===== config.mk =====
export PLATFORM = sky130hd
export DESIGN_NAME = lvds_rx_bank
export DESIGN_NICKNAME = d
export VERILOG_FILES = /design/src/logic/lvds_rx_pkg.sv /design/src/logic/csr_block.sv /design/src/logic/tap_delay_line.sv /design/src/logic/lane_deserializer.sv /design/src/logic/lvds_rx_bank.sv
export VERILOG_INCLUDE_DIRS = /design/src /design/src/logic
export SDC_FILE = /design/constraint.sdc
export NUM_CORES = 1
export LEC_CHECK = 0
export BUFFER_PORTS_ARGS = -buffer_cell sky130_fd_sc_hd__buf_2
export CORE_ASPECT_RATIO = 1.75
export CORE_UTILIZATION = 58
export CTS_BUF_LIST = sky130_fd_sc_hd__clkbuf_2 sky130_fd_sc_hd__clkbuf_4 sky130_fd_sc_hd__clkbuf_8
export DETAILED_ROUTE_END_ITERATION = 16
export GPL_TIMING_DRIVEN = 0
export HOLD_SLACK_MARGIN = 0.12
export PLACE_DENSITY = 0.81
export SETUP_SLACK_MARGIN = 0.5
export SLEW_MARGIN = 15
export SYNTH_ARGS = -nofsm -noshare
export SYNTH_HDL_FRONTEND = slang
export SYNTH_SLANG_ARGS = --single-unit

===== constraint.sdc =====
create_clock -name clk -period 3.6 [get_ports clk]
set_clock_uncertainty 0.2 [all_clocks]
set_input_delay 0.18 -clock clk [delete_from_list [all_inputs] [get_ports clk]]
set_output_delay 0.18 -clock clk [all_outputs]
set_load 0.005 [all_outputs]

===== src/logic/lvds_rx_params.svh =====
`ifndef LVDS_RX_PARAMS_SVH
`define LVDS_RX_PARAMS_SVH

// Number of serial receive lanes in the bank
`define LVDS_LANES 4

// Tap value width and number of delay stages behind it
`define LVDS_TAP_W 5
`define LVDS_TAP_DEPTH 32

// Byte address of the control register
`define LVDS_CSR_ADDR 32'h0000_0100

`endif


===== src/logic/lvds_rx_pkg.sv =====
`default_nettype none

`include "lvds_rx_params.svh"

package lvds_rx_pkg;

    // --------------------
    // Register bus
    // --------------------

    typedef struct packed {
        logic [31:0] addr;
        logic [31:0] wdata;
        logic [3:0]  wstrb;
        logic        valid;
    } mem_fwd_t;

    typedef struct packed {
        logic [31:0] rdata;
        logic        ready;
    } mem_ret_t;

    // --------------------
    // Lane data widths
    // --------------------

    typedef logic [7:0]             lane_sel_t;
    typedef logic [`LVDS_TAP_W-1:0] tap_t;
    typedef logic [7:0]             rx_byte_t;

    // Control register field positions
    localparam int SEL_LSB   = 0;
    localparam int TAP_LSB   = 8;
    localparam int RESET_BIT = 16;
    localparam int SLIP_BIT  = 17;

endpackage

`default_nettype wire


===== src/logic/csr_block.sv =====
`timescale 1ns/100ps
`default_nettype none

`include "lvds_rx_params.svh"

module csr_block import lvds_rx_pkg::*; (
    input  wire logic      clk,
    input  wire logic      reset,
    input  wire mem_fwd_t  bus_fwd,
    output mem_ret_t       bus_ret,
    input  wire [31:0]     readback,
    output lane_sel_t      lane_sel,
    output tap_t           tap_val,
    output logic           tap_wr,
    output logic           lane_reset_req,
    output logic           slip_req
);

    logic        ready_q;
    logic [31:0] rdata_q;
    logic        accept;
    logic        is_wr;

    // Take the access once, the cycle after valid rises
    assign accept = bus_fwd.valid && (bus_fwd.addr == `LVDS_CSR_ADDR) && !ready_q;
    assign is_wr  = |bus_fwd.wstrb;

    // --------------------
    // Stored fields and strobes
    // --------------------

    always_ff @(posedge clk) begin
        if (reset) begin
            ready_q        <= 1'b0;
            lane_sel       <= '0;
            tap_val        <= '0;
            tap_wr         <= 1'b0;
            lane_reset_req <= 1'b0;
            slip_req       <= 1'b0;
        end else begin
            ready_q        <= accept;
            tap_wr         <= accept && bus_fwd.wstrb[TAP_LSB/8];
            lane_reset_req <= accept && bus_fwd.wstrb[RESET_BIT/8] &&
                              bus_fwd.wdata[RESET_BIT];
            slip_req       <= accept && bus_fwd.wstrb[SLIP_BIT/8] &&
                              bus_fwd.wdata[SLIP_BIT];
            if (accept && bus_fwd.wstrb[SEL_LSB/8]) begin
                lane_sel <= bus_fwd.wdata[SEL_LSB +: 8];
            end
            if (accept && bus_fwd.wstrb[TAP_LSB/8]) begin
                tap_val <= bus_fwd.wdata[TAP_LSB +: `LVDS_TAP_W];
            end
        end
    end

    // Read data is presented together with ready
    always_ff @(posedge clk) begin
        if (accept) begin
            rdata_q <= is_wr ? 32'h0 : readback;
        end
    end

    always_comb begin
        bus_ret.rdata = rdata_q;
        bus_ret.ready = ready_q;
    end

    // Ready is a single-cycle pulse per access
    ready_pulse_a: assert property (
        @(posedge clk) disable iff (reset)
        bus_ret.ready |=> !bus_ret.ready
    );

endmodule

`default_nettype wire


===== src/logic/tap_delay_line.sv =====
`timescale 1ns/100ps
`default_nettype none

`include "lvds_rx_params.svh"

module tap_delay_line import lvds_rx_pkg::*; (
    input  wire logic clk,
    input  wire logic reset,
    input  wire logic din,
    input  wire logic tap_ld,
    input  wire tap_t tap_in,
    output tap_t      tap,
    output logic      dout
);

    // Older bits live in the history, the newest is din itself
    logic [`LVDS_TAP_DEPTH-2:0] hist;
    logic [`LVDS_TAP_DEPTH-1:0] window;

    assign window = {hist, din};

    always_ff @(posedge clk) begin
        if (reset) begin
            tap  <= '0;
            hist <= '0;
            dout <= 1'b0;
        end else begin
            if (tap_ld) begin
                tap <= tap_in;
            end
            hist <= {hist[`LVDS_TAP_DEPTH-3:0], din};
            // Output lags the input by tap + 1 cycles
            dout <= window[tap];
        end
    end

    // Tap only moves after a load strobe
    tap_hold_a: assert property (
        @(posedge clk) disable iff (reset)
        (tap != $past(tap)) |-> $past(tap_ld)
    );

endmodule

`default_nettype wire


===== src/logic/lane_deserializer.sv =====
`timescale 1ns/100ps
`default_nettype none

module lane_deserializer import lvds_rx_pkg::*; (
    input  wire logic clk,
    input  wire logic reset,
    input  wire logic din,
    input  wire logic lane_reset,
    input  wire logic slip,
    output rx_byte_t  dout,
    output logic      dout_valid
);

    logic [6:0] sr;
    logic [2:0] cnt;
    logic       capture;

    // A slip at the frame end postpones the capture with the counter
    assign capture = (cnt == 3'd7) && !slip;

    // --------------------
    // Shift and framing
    // --------------------

    always_ff @(posedge clk) begin
        if (reset || lane_reset) begin
            sr  <= '0;
            cnt <= '0;
        end else begin
            // Newest bit enters at bit 0
            sr <= {sr[5:0], din};
            if (!slip) begin
                cnt <= cnt + 3'd1;
            end
        end
    end

    // --------------------
    // Byte capture
    // --------------------

    always_ff @(posedge clk) begin
        if (reset || lane_reset) begin
            dout       <= '0;
            dout_valid <= 1'b0;
        end else begin
            dout_valid <= capture;
            if (capture) begin
                // Oldest bit of the frame lands in bit 7
                dout <= {sr, din};
            end
        end
    end

    // At most one byte per frame
    valid_gap_a: assert property (
        @(posedge clk) disable iff (reset)
        dout_valid |=> !dout_valid
    );

endmodule

`default_nettype wire


===== src/logic/lvds_rx_bank.sv =====
`timescale 1ns/100ps
`default_nettype none

`include "lvds_rx_params.svh"

module lvds_rx_bank import lvds_rx_pkg::*; (
    input  wire logic                    clk,
    input  wire logic                    reset,
    input  wire [`LVDS_LANES-1:0]        serial_in,
    input  wire mem_fwd_t                bus_fwd,
    output mem_ret_t                     bus_ret,
    output logic [8*`LVDS_LANES-1:0]     dout,
    output logic [`LVDS_LANES-1:0]       dout_valid,
    output logic [8*`LVDS_LANES-1:0]     bitwise_out
);

    localparam int LANES   = `LVDS_LANES;
    localparam int IDX_W   = $clog2(LANES);
    localparam int MON_LSB = 16;

    logic [31:0]      readback;
    lane_sel_t        lane_sel;
    tap_t             tap_val;
    logic             tap_wr;
    logic             lane_reset_req;
    logic             slip_req;

    logic [LANES-1:0] tap_ld_vec;
    logic [LANES-1:0] reset_vec;
    logic [LANES-1:0] slip_vec;

    tap_t             tap_arr  [LANES];
    rx_byte_t         lane_byte[LANES];
    rx_byte_t         mon      [LANES];
    logic [LANES-1:0] delayed;

    logic             sel_ok;
    tap_t             tap_mux;
    rx_byte_t         mon_mux;

    csr_block u_csr (
        .clk            (clk),
        .reset          (reset),
        .bus_fwd        (bus_fwd),
        .bus_ret        (bus_ret),
        .readback       (readback),
        .lane_sel       (lane_sel),
        .tap_val        (tap_val),
        .tap_wr         (tap_wr),
        .lane_reset_req (lane_reset_req),
        .slip_req       (slip_req)
    );

    // --------------------
    // Lane strobe decoders
    // --------------------

    // A select past the last lane shifts the strobe out entirely
    assign tap_ld_vec = {{(LANES-1){1'b0}}, tap_wr} << lane_sel;
    assign reset_vec  = {{(LANES-1){1'b0}}, lane_reset_req} << lane_sel;
    assign slip_vec   = {{(LANES-1){1'b0}}, slip_req} << lane_sel;

    // --------------------
    // Readback
    // --------------------

    assign sel_ok  = lane_sel < lane_sel_t'(LANES);
    assign tap_mux = sel_ok ? tap_arr[lane_sel[IDX_W-1:0]] : '0;
    assign mon_mux = sel_ok ? mon[lane_sel[IDX_W-1:0]] : '0;

    always_comb begin
        readback                        = '0;
        readback[SEL_LSB +: 8]          = lane_sel;
        readback[TAP_LSB +: `LVDS_TAP_W] = tap_mux;
        readback[MON_LSB +: 8]          = mon_mux;
    end

    // --------------------
    // Lanes
    // --------------------

    for (genvar i = 0; i < LANES; i++) begin : g_lane
        tap_delay_line u_tap (
            .clk    (clk),
            .reset  (reset),
            .din    (serial_in[i]),
            .tap_ld (tap_ld_vec[i]),
            .tap_in (tap_val),
            .tap    (tap_arr[i]),
            .dout   (delayed[i])
        );

        lane_deserializer u_des (
            .clk        (clk),
            .reset      (reset),
            .din        (delayed[i]),
            .lane_reset (reset_vec[i]),
            .slip       (slip_vec[i]),
            .dout       (lane_byte[i]),
            .dout_valid (dout_valid[i])
        );

        assign dout[8*i +: 8] = lane_byte[i];

        // Latest byte of the lane for link training
        always_ff @(posedge clk) begin
            if (reset) begin
                mon[i] <= '0;
            end else if (dout_valid[i]) begin
                mon[i] <= lane_byte[i];
            end
        end

        // Bit-major order, bit j of every lane side by side
        for (genvar j = 0; j < 8; j++) begin : g_remap
            assign bitwise_out[LANES*j + i] = lane_byte[i][j];
        end
    end

endmodule

`default_nettype wire


==> results of run 1 <==
==> metrics by stage <==
| stage | total power [W] | hold slack [ps] |
|---|---|---|
| after floorplan | 0.00358 | 102 |
| after global placement | 0.00366 | 210 |
| after detailed placement | 0.00367 | 219 |
| after CTS | 0.00613 | 139 |
| after global routing | 0.00630 | 187 |
| final | 0.00609 | 184 |
==> critical path: stages <==
cell	delay (ps)
dlygate4sd3_1	530
buf_2	120
nor4_2	160
dlygate4sd3_1	590
nand2_1	80
nor3_2	180
dlygate4sd3_1	720
buf_6	200
buf_4	210
==> final cells by class <==
type	instances	area share
antenna	1	0.000181
buffer	107	0.0453
clock buffer	62	0.0545
clock inverter	5	0.00199
inverter	8	0.00317
multi-input combinational	572	0.322
sequential	294	0.464
tap	241	0.0218
timing repair buffer	193	0.0866
==> worst max-delay path by stage <==
stage          slack (ps)           endpoint
3_5_place_dp         1180  u_csr.rdata_q[19]
4_1_cts               640  u_csr.rdata_q[21]
3_3_place_gp         -280  u_csr.rdata_q[21]
6_report              610  u_csr.rdata_q[22]
5_1_grt               520  u_csr.rdata_q[21]
2_1_floorplan         890   u_csr.rdata_q[0]
==> cell families after synthesis <==
family / Yosys count / share of synthesized area
and+or+nand+nor: 398 / 0.209
DFF: 294 / 0.558
buffers and inverters: 115 / 0.0583
muxes: 98 / 0.134
AOI/OAI and AO/OA: 53 / 0.0283
adders and majority gates: 8 / 0.00871
xor gates and xnor gates: 4 / 0.00305
other: 1 / 0.000326
==> routing by layer <==
metal  vias up  part of all wire  GRT usage
li1       3780                 -          -
met1      3779              0.36      0.273
met2       221              0.54      0.483
met3        81             0.041     0.0401
met4         0             0.056      0.159
met5         -                 0          0
==> flip-flops by register name (all words and copies together), names as in the netlist, 4 cells and up <==
register / cells
g_lane.u_des.dout_valid: 4
g_lane.u_des.sr: 28
u_csr.tap_val: 5
g_lane.u_tap.tap: 20
g_lane.u_des.dout: 32
g_lane.u_tap.hist: 124
u_csr.rdata_q: 21
g_lane.u_des.cnt: 12
mon: 32
g_lane.u_tap.dout: 4
u_csr.lane_sel: 8
==> power breakdown <==
group | total (W) | switching (W) | internal, W | leakage, nW
clock | 0.00247 | 0.00114 | 0.00133 | 0.420
combinational | 0.000220 | 0.000116 | 0.000104 | 2.89
sequential | 0.00340 | 0.0000243 | 0.00338 | 2.48
==> layout by cell type (no fill, tap or decap), types with 10 or more instances in the layout <==
master         synthesis  routed
clkbuf_8               2      48
a21oi_1               36      36
dfxtp_1              241     241
edfxtp_1              53      53
and2_1                69      69
nand4_1               10      10
clkbuf_1              39      39
buf_2                 13     159
nor2_1                40      40
mux2i_1               52      52
nand2_1               34      34
buf_4                 48      50
mux4_2                45      45
dlygate4sd3_1          0      44
conb_1                 1      11
nand3_1               37      37
nor2b_1              142     142
nand2b_1              12      12
clkbuf_4               0      16
==> metrics, run 1 <==
final slew viol count=0; htree depth=2; DRT antenna net count=0; WP data arrival=approximately 3000 ps; WHS Path Cells=3; fin crit period=2990 ps; outcome=complete, no violations; DR pass1 iterations=7; final WL=between 20 and 30 mm; DIE WIDTH=approximately 110 microns; P&R area growth vs syn=20.3%; CTS clk-pin slew, worst paths=roughly 70 ps; number of distinct library cells after synthesis=46; Hold Path Sink=g_lane[0].u_des.dout[0]; RSZ-0062 raised after global routing=false; Post-Place Worst Slack=approximately 1200 ps; Inserted Clock Buffers=40; postcts setup bufs=0; DR vias=approximately 8000; CTS tree=done; dpl cell area=between 0.01 and 0.015 sq mm; ys async rst share=0; Max Freq=roughly 330 MHz; P_leak=5.79 nW; critical path required time=between 3000 and 4000 ps; fillers=roughly 1400; Peak VDD IR=around 0.00028 V; fin area=between 0.01 and 0.015 sq mm; Routed WL per cell=roughly 17 microns; Yosys top cell by area=dfxtp_1; crit path launch type=input port; die height=approximately 190 microns; area share of the largest cell type after synthesis=0.420; area of the core=between 0.015 and 0.02 sq mm; worst setup path category=in2reg; Core Rows=between 60 and 70; Detail Placement HPWL=18.5 mm; gr ovfl total=0; worst slew pin tran=795 ps; Reg-to-Reg End=u_csr.lane_sel[5]; global-route wire length before repair=41.4 mm; top_reg_cell synth=dfxtp_1; Post-Syn Area=roughly 0.011 sq mm; Critical Path Source=bus_fwd[46]; area of the multi-input gates=approximately 0.0045 sq mm; Post-synth EDFFs=53; cells on worst reg2reg path=5; Worst setup EP type=flop; root buffer cell=clkbuf_8; clk buf depth=3; Layout Nets=roughly 1300; Post-CTS Hold Buffers=44; Post-synth top cells=dfxtp_1 (241), nor2b_1 (142), and2_1 (69), edfxtp_1 (53), mux2i_1 (52); largest net degree at the start of global routing=12; post-CTS sizing=0; Reg area=0.00642 sq mm; Non-Filler Instances=around 1500; Synth area leaders=dfxtp_1 (42%), edfxtp_1 (14%), mux4_2 (8.8%); I/O Buffers=146; share of cells above drive strength 1=0.289; Sum Neg Setup Slack=0 ps; FF-to-FF setup slack=slightly below 1000 ps; HP Start=reset; # setup viols final=0; vias per cell=roughly 5.3; post-route worst setup slack=roughly 610 ps; # IOs=about 180; Final Core Density=0.717; r2r startpoint=u_csr.ready_q; syn_area_per_cell=roughly 12 sq um; Placed Instances=1371; die area=0.0204 sq mm; gpl congestion=between 0.8 and 0.9; final hold vios=0; total global-route track usage=0.263; CTS Sinks=around 300; DRT iter0 DRCs=roughly 320; initial antenna violation count=1; Worst-Skew Late Latency=~520 ps; Max Cap Viol=0; fin crit share=0.830; relative slew slack=0.466; warnings from Yosys=0; CP Max Fanout=10; PwrDens=about 440 mW/mm^2; synthesized instance count=around 1000; most numerous cell in the Yosys netlist=dfxtp_1; number of global-route vias before repair=~8300; initial core utilization=0.596; Seq/Total Area, Yosys=0.558; Hold Path Class=in2reg; drt drc=0; flops & latches, synth=294
Power figures use the tool's default switching activity.
==> inputs of run 2 (changes only) <==
--- a/config.mk
+++ b/config.mk
@@ -6,14 +6,15 @@
 export SDC_FILE = /design/constraint.sdc
 export NUM_CORES = 1
 export LEC_CHECK = 0
+export ABC_AREA = 1
 export BUFFER_PORTS_ARGS = -buffer_cell sky130_fd_sc_hd__buf_2
 export CORE_ASPECT_RATIO = 1.75
-export CORE_UTILIZATION = 58
+export CORE_UTILIZATION = 53
 export CTS_BUF_LIST = sky130_fd_sc_hd__clkbuf_2 sky130_fd_sc_hd__clkbuf_4 sky130_fd_sc_hd__clkbuf_8
 export DETAILED_ROUTE_END_ITERATION = 16
 export GPL_TIMING_DRIVEN = 0
 export HOLD_SLACK_MARGIN = 0.12
-export PLACE_DENSITY = 0.81
+export PLACE_DENSITY = 0.78
 export SETUP_SLACK_MARGIN = 0.5
 export SLEW_MARGIN = 15
 export SYNTH_ARGS = -nofsm -noshare
==> constraint.sdc (replaced) <==
create_clock -name clk -period 2.5 [get_ports clk]
set_clock_uncertainty 0.2 [all_clocks]
set_input_delay 0.125 -clock clk [delete_from_list [all_inputs] [get_ports clk]]
set_output_delay 0.125 -clock clk [all_outputs]
set_load 0.005 [all_outputs]
==> run 2 against run 1 <==
Setup slack lost 95 ps. Clock power grew 65%. Via count grew 38%. Final cell count grew 46%. Sequential power grew 44%. Flip-flop and latch count is the same. Critical path type is now reg2reg. Combinational power grew 83%. Final area grew 7.7%. Routed wire length grew 21%. Largest power group unchanged.
==> metrics, run 2 <==
fin crit share=0.794; ys async rst share=0 (unchanged); Reg area=0.00642 sq mm (unchanged); Post-synth EDFFs=53 (unchanged); CTS Sinks=294 (unchanged); Hold Path Class=in2reg (unchanged); power share of the combinational group=0.043 (was 0.036); outcome=complete, no violations (unchanged); Psw=0.00203 W (was 0.00128 W); die height=201 microns (was 188 microns); Synth area leaders=dfxtp_1 (40%), edfxtp_1 (13%), nor2_1 (9.9%) (was dfxtp_1 (42%), edfxtp_1 (14%), mux4_2 (8.8%)); commonest non-fill, non-tap cell in the layout=nor2_1 (was dfxtp_1); # setup viols final=0 (unchanged); critical path required time=2740 ps (was 3610 ps); final slew viol count=0 (unchanged); largest net degree at the start of global routing=31 (was 12); Yosys top cell by area=dfxtp_1 (unchanged); worst slew pin tran=747 ps (was 795 ps); total global-route track usage=0.269 (was 0.263); Max Freq=~500 MHz; global-route wire length before repair=49.2 mm (was 41.4 mm); crit path launch type=flop (was input port); most used cell, CP=nand2_1 (was dlygate4sd3_1); Worst setup EP type=flop (unchanged); Max Cap Viol=0 (unchanged); Largest regs=g_lane.u_tap.hist x124, g_lane.u_des.dout x32, mon x32 (unchanged); Largest register FFs=124 (unchanged); Layout Nets=1925 (was 1299); flops & latches, synth=294 (unchanged); # IOs=176 (unchanged); post-route worst setup slack=516 ps (was 611 ps); area of the multi-input gates=0.00403 sq mm (was 0.00445 sq mm); Inserted Clock Buffers=42 (was 40); Peak VDD IR=0.000447 V (was 0.000281 V); share of cells above drive strength 1=0.188 (was 0.289); Routed WL per cell=14.2 microns (was 17.3 microns); syn_area_per_cell=7.66 sq um (was 11.8 sq um); I/O Buffers=146 (unchanged); most flop-heavy register=g_lane.u_tap.hist (unchanged); Detail Placement HPWL=20.8 mm (was 18.5 mm); CTS clk-pin slew, worst paths=70 ps (about the same); CP max stage delay=360 ps (was 720 ps); initial antenna violation count=1 (unchanged); most frequent cells in the layout=nor2_1 (314), nand2_1 (271), inv_1 (260) (was dfxtp_1 (241), buf_2 (159), nor2b_1 (142)); final hold vios=0 (unchanged); top_reg_cell synth=dfxtp_1 (unchanged); Post-Place Worst Slack=447 ps (was 1180 ps); Seq/Total Area, Yosys=0.534 (was 0.558); P_leak=6.62 nW (was 5.79 nW); register share of total power=0.522 (was 0.559); P&R area growth vs syn=24.0% (was 20.3%); htree depth=2 (unchanged); clk buf depth=3 (unchanged); Sum Neg Setup Slack=0 ps (unchanged); number of global-route vias before repair=10400 (was 8312); most numerous cell in the Yosys netlist=nor2_1 (was dfxtp_1); RSZ-0062 raised after global routing=true (was false); DRT antenna net count=0 (unchanged); drt drc=0 (unchanged); Post-synth top cells=nor2_1 (318), nand2_1 (271), inv_1 (263), dfxtp_1 (241), nand3_1 (108) (was dfxtp_1 (241), nor2b_1 (142), and2_1 (69), edfxtp_1 (53), mux2i_1 (52)); CTS tree=done (unchanged); PwrDens=630 mW/mm^2 (was 441 mW/mm^2); relative slew slack=0.502 (was 0.466); die area=0.0233 sq mm (was 0.0204 sq mm); area share of the largest cell type after synthesis=0.402 (was 0.420); number of distinct library cells after synthesis=32 (was 46); root buffer cell=clkbuf_8 (unchanged); DIE WIDTH=116 microns (was 108 microns); initial core utilization=0.542 (was 0.596); Post-Syn Area=0.0120 sq mm (was 0.0115 sq mm); Clock power frac=0.435 (was 0.405); synthesized instance count=1567 (was 971); Sw Share=0.217 (was 0.210); fillers=1826 (was 1376); power consumption=0.00938 W (was 0.00609 W); DR pass1 iterations=6 (was 7); DRT iter0 DRCs=736 (was 321); area of the core=0.0222 sq mm (was 0.0193 sq mm); WP data arrival=2220 ps (was 3000 ps); vias per cell=4.99 (was 5.30); Slowest-stage cell, CP=nor2_4 (was dlygate4sd3_1); crit path cell chain=nor2_2 -> nand4_4 -> nor2_4 -> nand3_4 -> nand2_2 -> buf_6 -> nand2_1 -> nand2_1 -> nor2_1 (was dlygate4sd3_1 -> buf_2 -> nor4_2 -> dlygate4sd3_1 -> nand2_1 -> nor3_2 -> dlygate4sd3_1 -> buf_6 -> buf_4); warnings from Yosys=0 (unchanged); fin crit period=between 1500 and 2000 ps; gpl congestion=0.946 (was 0.886); CP Max Fanout=10 (unchanged); P_int=0.00734 W (was 0.00481 W); DR vias=10800 (was 7861); Core Rows=72 (was 67); worst setup path category=reg2reg (was in2reg); hold_ws=132 ps (was 184 ps); gr ovfl total=0 (unchanged); final WL=30.9 mm (was 25.6 mm); Worst-Skew Late Latency=560 ps (was 520 ps)
## run 2: changes by cell type after synthesis, sizes merged, moves of 19 or more
| cell | before | now |
|---|---|---|
| nor2b | 142 | 0 |
| a21oi | 36 | 74 |
| nand3 | 37 | 116 |
| inv | 7 | 266 |
| nor2 | 40 | 322 |
| mux4 | 45 | 0 |
| nand2 | 34 | 278 |
| nand2b | 19 | 0 |
| and2 | 69 | 0 |
| o21ai | 0 | 55 |
| mux2i | 52 | 0 |
## run 2: metrics by stage
step / utilization / instances / area, sq um
after global routing: 0.672 / 2171 / 14900
after detailed placement: 0.593 / 2019 / 13100
after CTS: 0.662 / 2154 / 14700
final: 0.672 / 2172 / 14900
after floorplan: - / 1577 / 12000
after global placement: 0.593 / 2019 / 13100
## run 2: final timing paths
| kind | from | to | slack (ps) | cells past startpoint |
|---|---|---|---|---|
| worst max-delay path | u_csr.lane_sel[3] | g_lane[2].u_des.dout[4] | 520 | 9 |
| worst min-delay path | bus_fwd[22] | u_csr.slip_req | 130 | 4 |
| worst max register to register | u_csr.lane_sel[3] | g_lane[2].u_des.dout[4] | 520 | 9 |
| worst min register to register | g_lane[3].u_tap.hist[14] | g_lane[3].u_tap.hist[15] | 220 | 2 |
## run 2: logic make-up (layout without fill, tap and decap cells)
| family | after synthesis | count (layout) | synth area share |
|---|---|---|---|
| AND/OR/NAND/NOR | 748 | 748 | 0.261 |
| buffers and inverters | 378 | 675 | 0.137 |
| flip-flops | 294 | 294 | 0.534 |
| AO/OA/AOI/OAI | 137 | 137 | 0.0579 |
| adder cells (fa/ha/maj) | 8 | 8 | 0.00834 |
| other | 1 | 13 | 0.000312 |
| XOR/XNOR | 1 | 1 | 0.000730 |
## run 2: layer usage
metal  track usage  share of wire  vias to the layer above
met5             0              0                        -
met4         0.186          0.069                        0
met3        0.0416          0.052                      164
met2         0.484           0.52                      427
met1         0.278           0.35                     4942
li1              -              -                     5297
## run 2: power by group through the flow
stage / registers, W / logic, W / clock network, W
final: 0.00490 / 0.000402 / 0.00408
after global routing: 0.00490 / 0.000445 / 0.00436
after CTS: 0.00490 / 0.000384 / 0.00412
after detailed placement: 0.00500 / 0.000311 / 0
after global placement: 0.00500 / 0.000302 / 0
after floorplan: 0.00499 / 0.000199 / 0
## run 2: what timing repair did
action | CTS | global route
endpoints found under the hold margin | 65 | 0
hold buffers | 59 | 0
buffers inserted | 0 | 16
endpoints found under the setup margin | 48 | 111
pin swaps | 0 | 7
resized for setup | 4 | 35
## run 2: layout make-up
type,instances,share of cell area
antenna,2,0.000336
buffer,108,0.0450
clock buffer,63,0.0519
clock inverter,13,0.00941
inverter,270,0.0688
multi-input combinational,905,0.271
sequential,294,0.431
tap,296,0.0249
timing repair buffer,221,0.0977
## run 2: worst max-delay path: cells and delay by family (launching register included)
family / cells / cell delay [ps]
buffers and inverters: 1 / 140
flip-flops: 1 / 350
AND/OR/NAND/NOR: 8 / 1160
==> inputs of run 3 (changes only) <==
--- a/config.mk
+++ b/config.mk
@@ -9,12 +9,12 @@
 export ABC_AREA = 1
 export BUFFER_PORTS_ARGS = -buffer_cell sky130_fd_sc_hd__buf_2
 export CORE_ASPECT_RATIO = 1.75
-export CORE_UTILIZATION = 53
+export CORE_UTILIZATION = 58
 export CTS_BUF_LIST = sky130_fd_sc_hd__clkbuf_2 sky130_fd_sc_hd__clkbuf_4 sky130_fd_sc_hd__clkbuf_8
 export DETAILED_ROUTE_END_ITERATION = 16
 export GPL_TIMING_DRIVEN = 0
 export HOLD_SLACK_MARGIN = 0.12
-export PLACE_DENSITY = 0.78
+export PLACE_DENSITY = 0.81
 export SETUP_SLACK_MARGIN = 0.5
 export SLEW_MARGIN = 15
 export SYNTH_ARGS = -nofsm -noshare
==> constraint.sdc (replaced) <==
create_clock -name clk -period 2 [get_ports clk]
set_clock_uncertainty 0.2 [all_clocks]
set_input_delay 0.1 -clock clk [delete_from_list [all_inputs] [get_ports clk]]
set_output_delay 0.1 -clock clk [all_outputs]
set_load 0.005 [all_outputs]
==> run 3 against run 2 <==
The flow now finishes with violations (setup timing). Non-clock buffer count up 50. Setup slack worse by 580 ps. Critical path depth down 3. Critical path type unchanged. Critical endpoint is now g_lane[1].u_tap.tap[4]. Largest cell class unchanged.
==> metrics, run 3 (synthesis results as in run 2) <==
area of the core=0.0203 sq mm (was 0.0222 sq mm); r2r startpoint=u_csr.lane_sel[4] (was u_csr.lane_sel[3]); Critical Path Source=u_csr.lane_sel[4] (was u_csr.lane_sel[3]); power share of the combinational group=0.050 (was 0.043); fillers=964 (was 1826); die height=192 microns (was 201 microns); P_int=0.00914 W (was 0.00734 W); WP data arrival=2310 ps (was 2220 ps); final slew viol count=0 (unchanged); root buffer cell=clkbuf_8 (unchanged); initial core utilization=0.592 (was 0.542); Largest regs=g_lane.u_tap.hist x124, g_lane.u_des.dout x32, mon x32 (unchanged); most flop-heavy register=g_lane.u_tap.hist (unchanged); DR pass1 iterations=9 (was 6); final hold vios=0 (unchanged); Detail Placement HPWL=21.0 mm (was 20.8 mm); critical path required time=2250 ps (was 2740 ps); Placed Instances=1971 (was 2019); Routed WL per cell=20.6 microns (was 14.2 microns); final WL=44.9 mm (was 30.9 mm); Inserted Clock Buffers=43 (was 42); DRT antenna net count=0 (unchanged); crit path launch type=flop (unchanged); Worst setup EP type=flop (unchanged); CTS Sinks=294 (unchanged); fin crit period=2060 ps (was 1980 ps); CTS tree=done (unchanged); Layout Nets=1981 (was 1925); FF-to-FF setup slack=-60 ps (was 520 ps); worst setup path category=reg2reg (unchanged); gpl congestion=0.919 (was 0.946); HP Start=bus_fwd[4] (was bus_fwd[22]); I/O Buffers=146 (unchanged); Hold Path Class=in2reg (unchanged); P&R area growth vs syn=39.0% (was 24.0%); share of cells above drive strength 1=0.349 (was 0.188); RSZ-0062 raised after global routing=true (unchanged); DIE WIDTH=111 microns (was 116 microns); drt drc=0 (unchanged); DR vias=12700 (was 10800); most frequent cells in the layout=nor2_1 (284), inv_1 (253), dfxtp_1 (217) (was nor2_1 (314), nand2_1 (271), inv_1 (260)); Clock power frac=0.436 (was 0.435); gr ovfl total=0 (unchanged); commonest non-fill, non-tap cell in the layout=nor2_1 (unchanged); initial antenna violation count=2 (was 1); Core Rows=69 (was 72); CTS clk-pin slew, worst paths=70 ps (about the same); vias per cell=5.83 (was 4.99); CP Max Fanout=10 (unchanged); Post-Place Worst Slack=-29.8 ps (was 447 ps); Max Cap Viol=0 (unchanged); global-route wire length before repair=57.2 mm (was 49.2 mm); clk buf depth=3 (unchanged); Worst-Skew Late Latency=580 ps (was 560 ps); Psw=0.00281 W (was 0.00203 W); failing checks=setup timing; # IOs=176 (unchanged); Non-Filler Instances=2179 (was 2172); Max Freq=485 MHz (was 504 MHz); htree depth=2 (unchanged); relative slew slack=0.457 (was 0.502); worst slew pin tran=814 ps (was 747 ps); Sum Neg Setup Slack=-166 ps (was 0 ps); number of global-route vias before repair=11600 (was 10400); hold_ws=102 ps (was 132 ps); P_leak=7.30 nW (was 6.62 nW); post-route worst setup slack=-59.8 ps (was 516 ps); Peak VDD IR=0.000711 V (was 0.000447 V); register share of total power=0.514 (was 0.522); PwrDens=716 mW/mm^2 (was 630 mW/mm^2); Largest register FFs=124 (unchanged); DRT iter0 DRCs=1500 (was 736); total global-route track usage=0.339 (was 0.269); power consumption=0.0119 W (was 0.00938 W); # setup viols final=7 (was 0); largest net degree at the start of global routing=16 (was 31); Sw Share=0.235 (was 0.217); outcome=finished, violations left (was complete, no violations); die area=0.0213 sq mm (was 0.0233 sq mm); ant diodes=0 (was 2); fin crit share=1.03 (was 0.794)
==> run 3: layer usage <==
layer / track usage / part of all wire / up-vias
li1: - / - / 5421
met1: 0.336 / 0.31 / 5800
met2: 0.629 / 0.49 / 1088
met3: 0.0616 / 0.11 / 401
met4: 0.251 / 0.093 / 2
met5: 0 / 0.00029 / -
==> run 3: cell type report <==
class	instances	area, sq um	share of cell area
sequential	294	6450	0.387
inverter	270	1060	0.0634
tap	248	310	0.0186
timing repair buffer	271	2090	0.125
multi-input combinational	910	4990	0.299
buffer	108	868	0.0520
clock inverter	4	22.5	0.00135
clock buffer	74	900	0.0539
==> run 3: critical path, cell delays in order, from the launching register on <==
cell	delay [ps]
dfxtp_4	370
nor2_4	230
nand4_4	220
nor2_4	260
nand3_2	250
o21ai_1	310
a21oi_1	90
==> run 3: worst paths after layout <==
kind / end / cells after the start
worst max-delay path: g_lane[1].u_tap.tap[4] / 6
worst min-delay path: u_csr.rdata_q[6] / 4
worst max register to register: g_lane[1].u_tap.tap[4] / 6
worst min register to register: g_lane[2].u_tap.hist[30] / 2
==> run 3: metrics by stage <==
stage           util  area (sq um)
4_1_cts        0.779         15800
5_1_grt        0.823         16700
3_5_place_dp   0.649         13200
3_3_place_gp   0.649         13200
2_1_floorplan      -         12100
6_report       0.823         16700
==> run 3: timing repair <==
item,CTS,global route
hold buffers,46,2
gates cloned,17,6
setup endpoints to repair,156,164
hold endpoints to repair,67,13
setup buffers,45,22
pin swaps,76,75
resized for setup,225,204
==> run 3: power by group through the flow <==
stage                     sequential (W)  clock (W)  combinational (W)
final                            0.00614    0.00521           0.000600
after global routing             0.00613    0.00542           0.000639
after CTS                        0.00613    0.00511           0.000495
after detailed placement         0.00626          0           0.000394
after global placement           0.00625          0           0.000380
after floorplan                  0.00624          0           0.000252
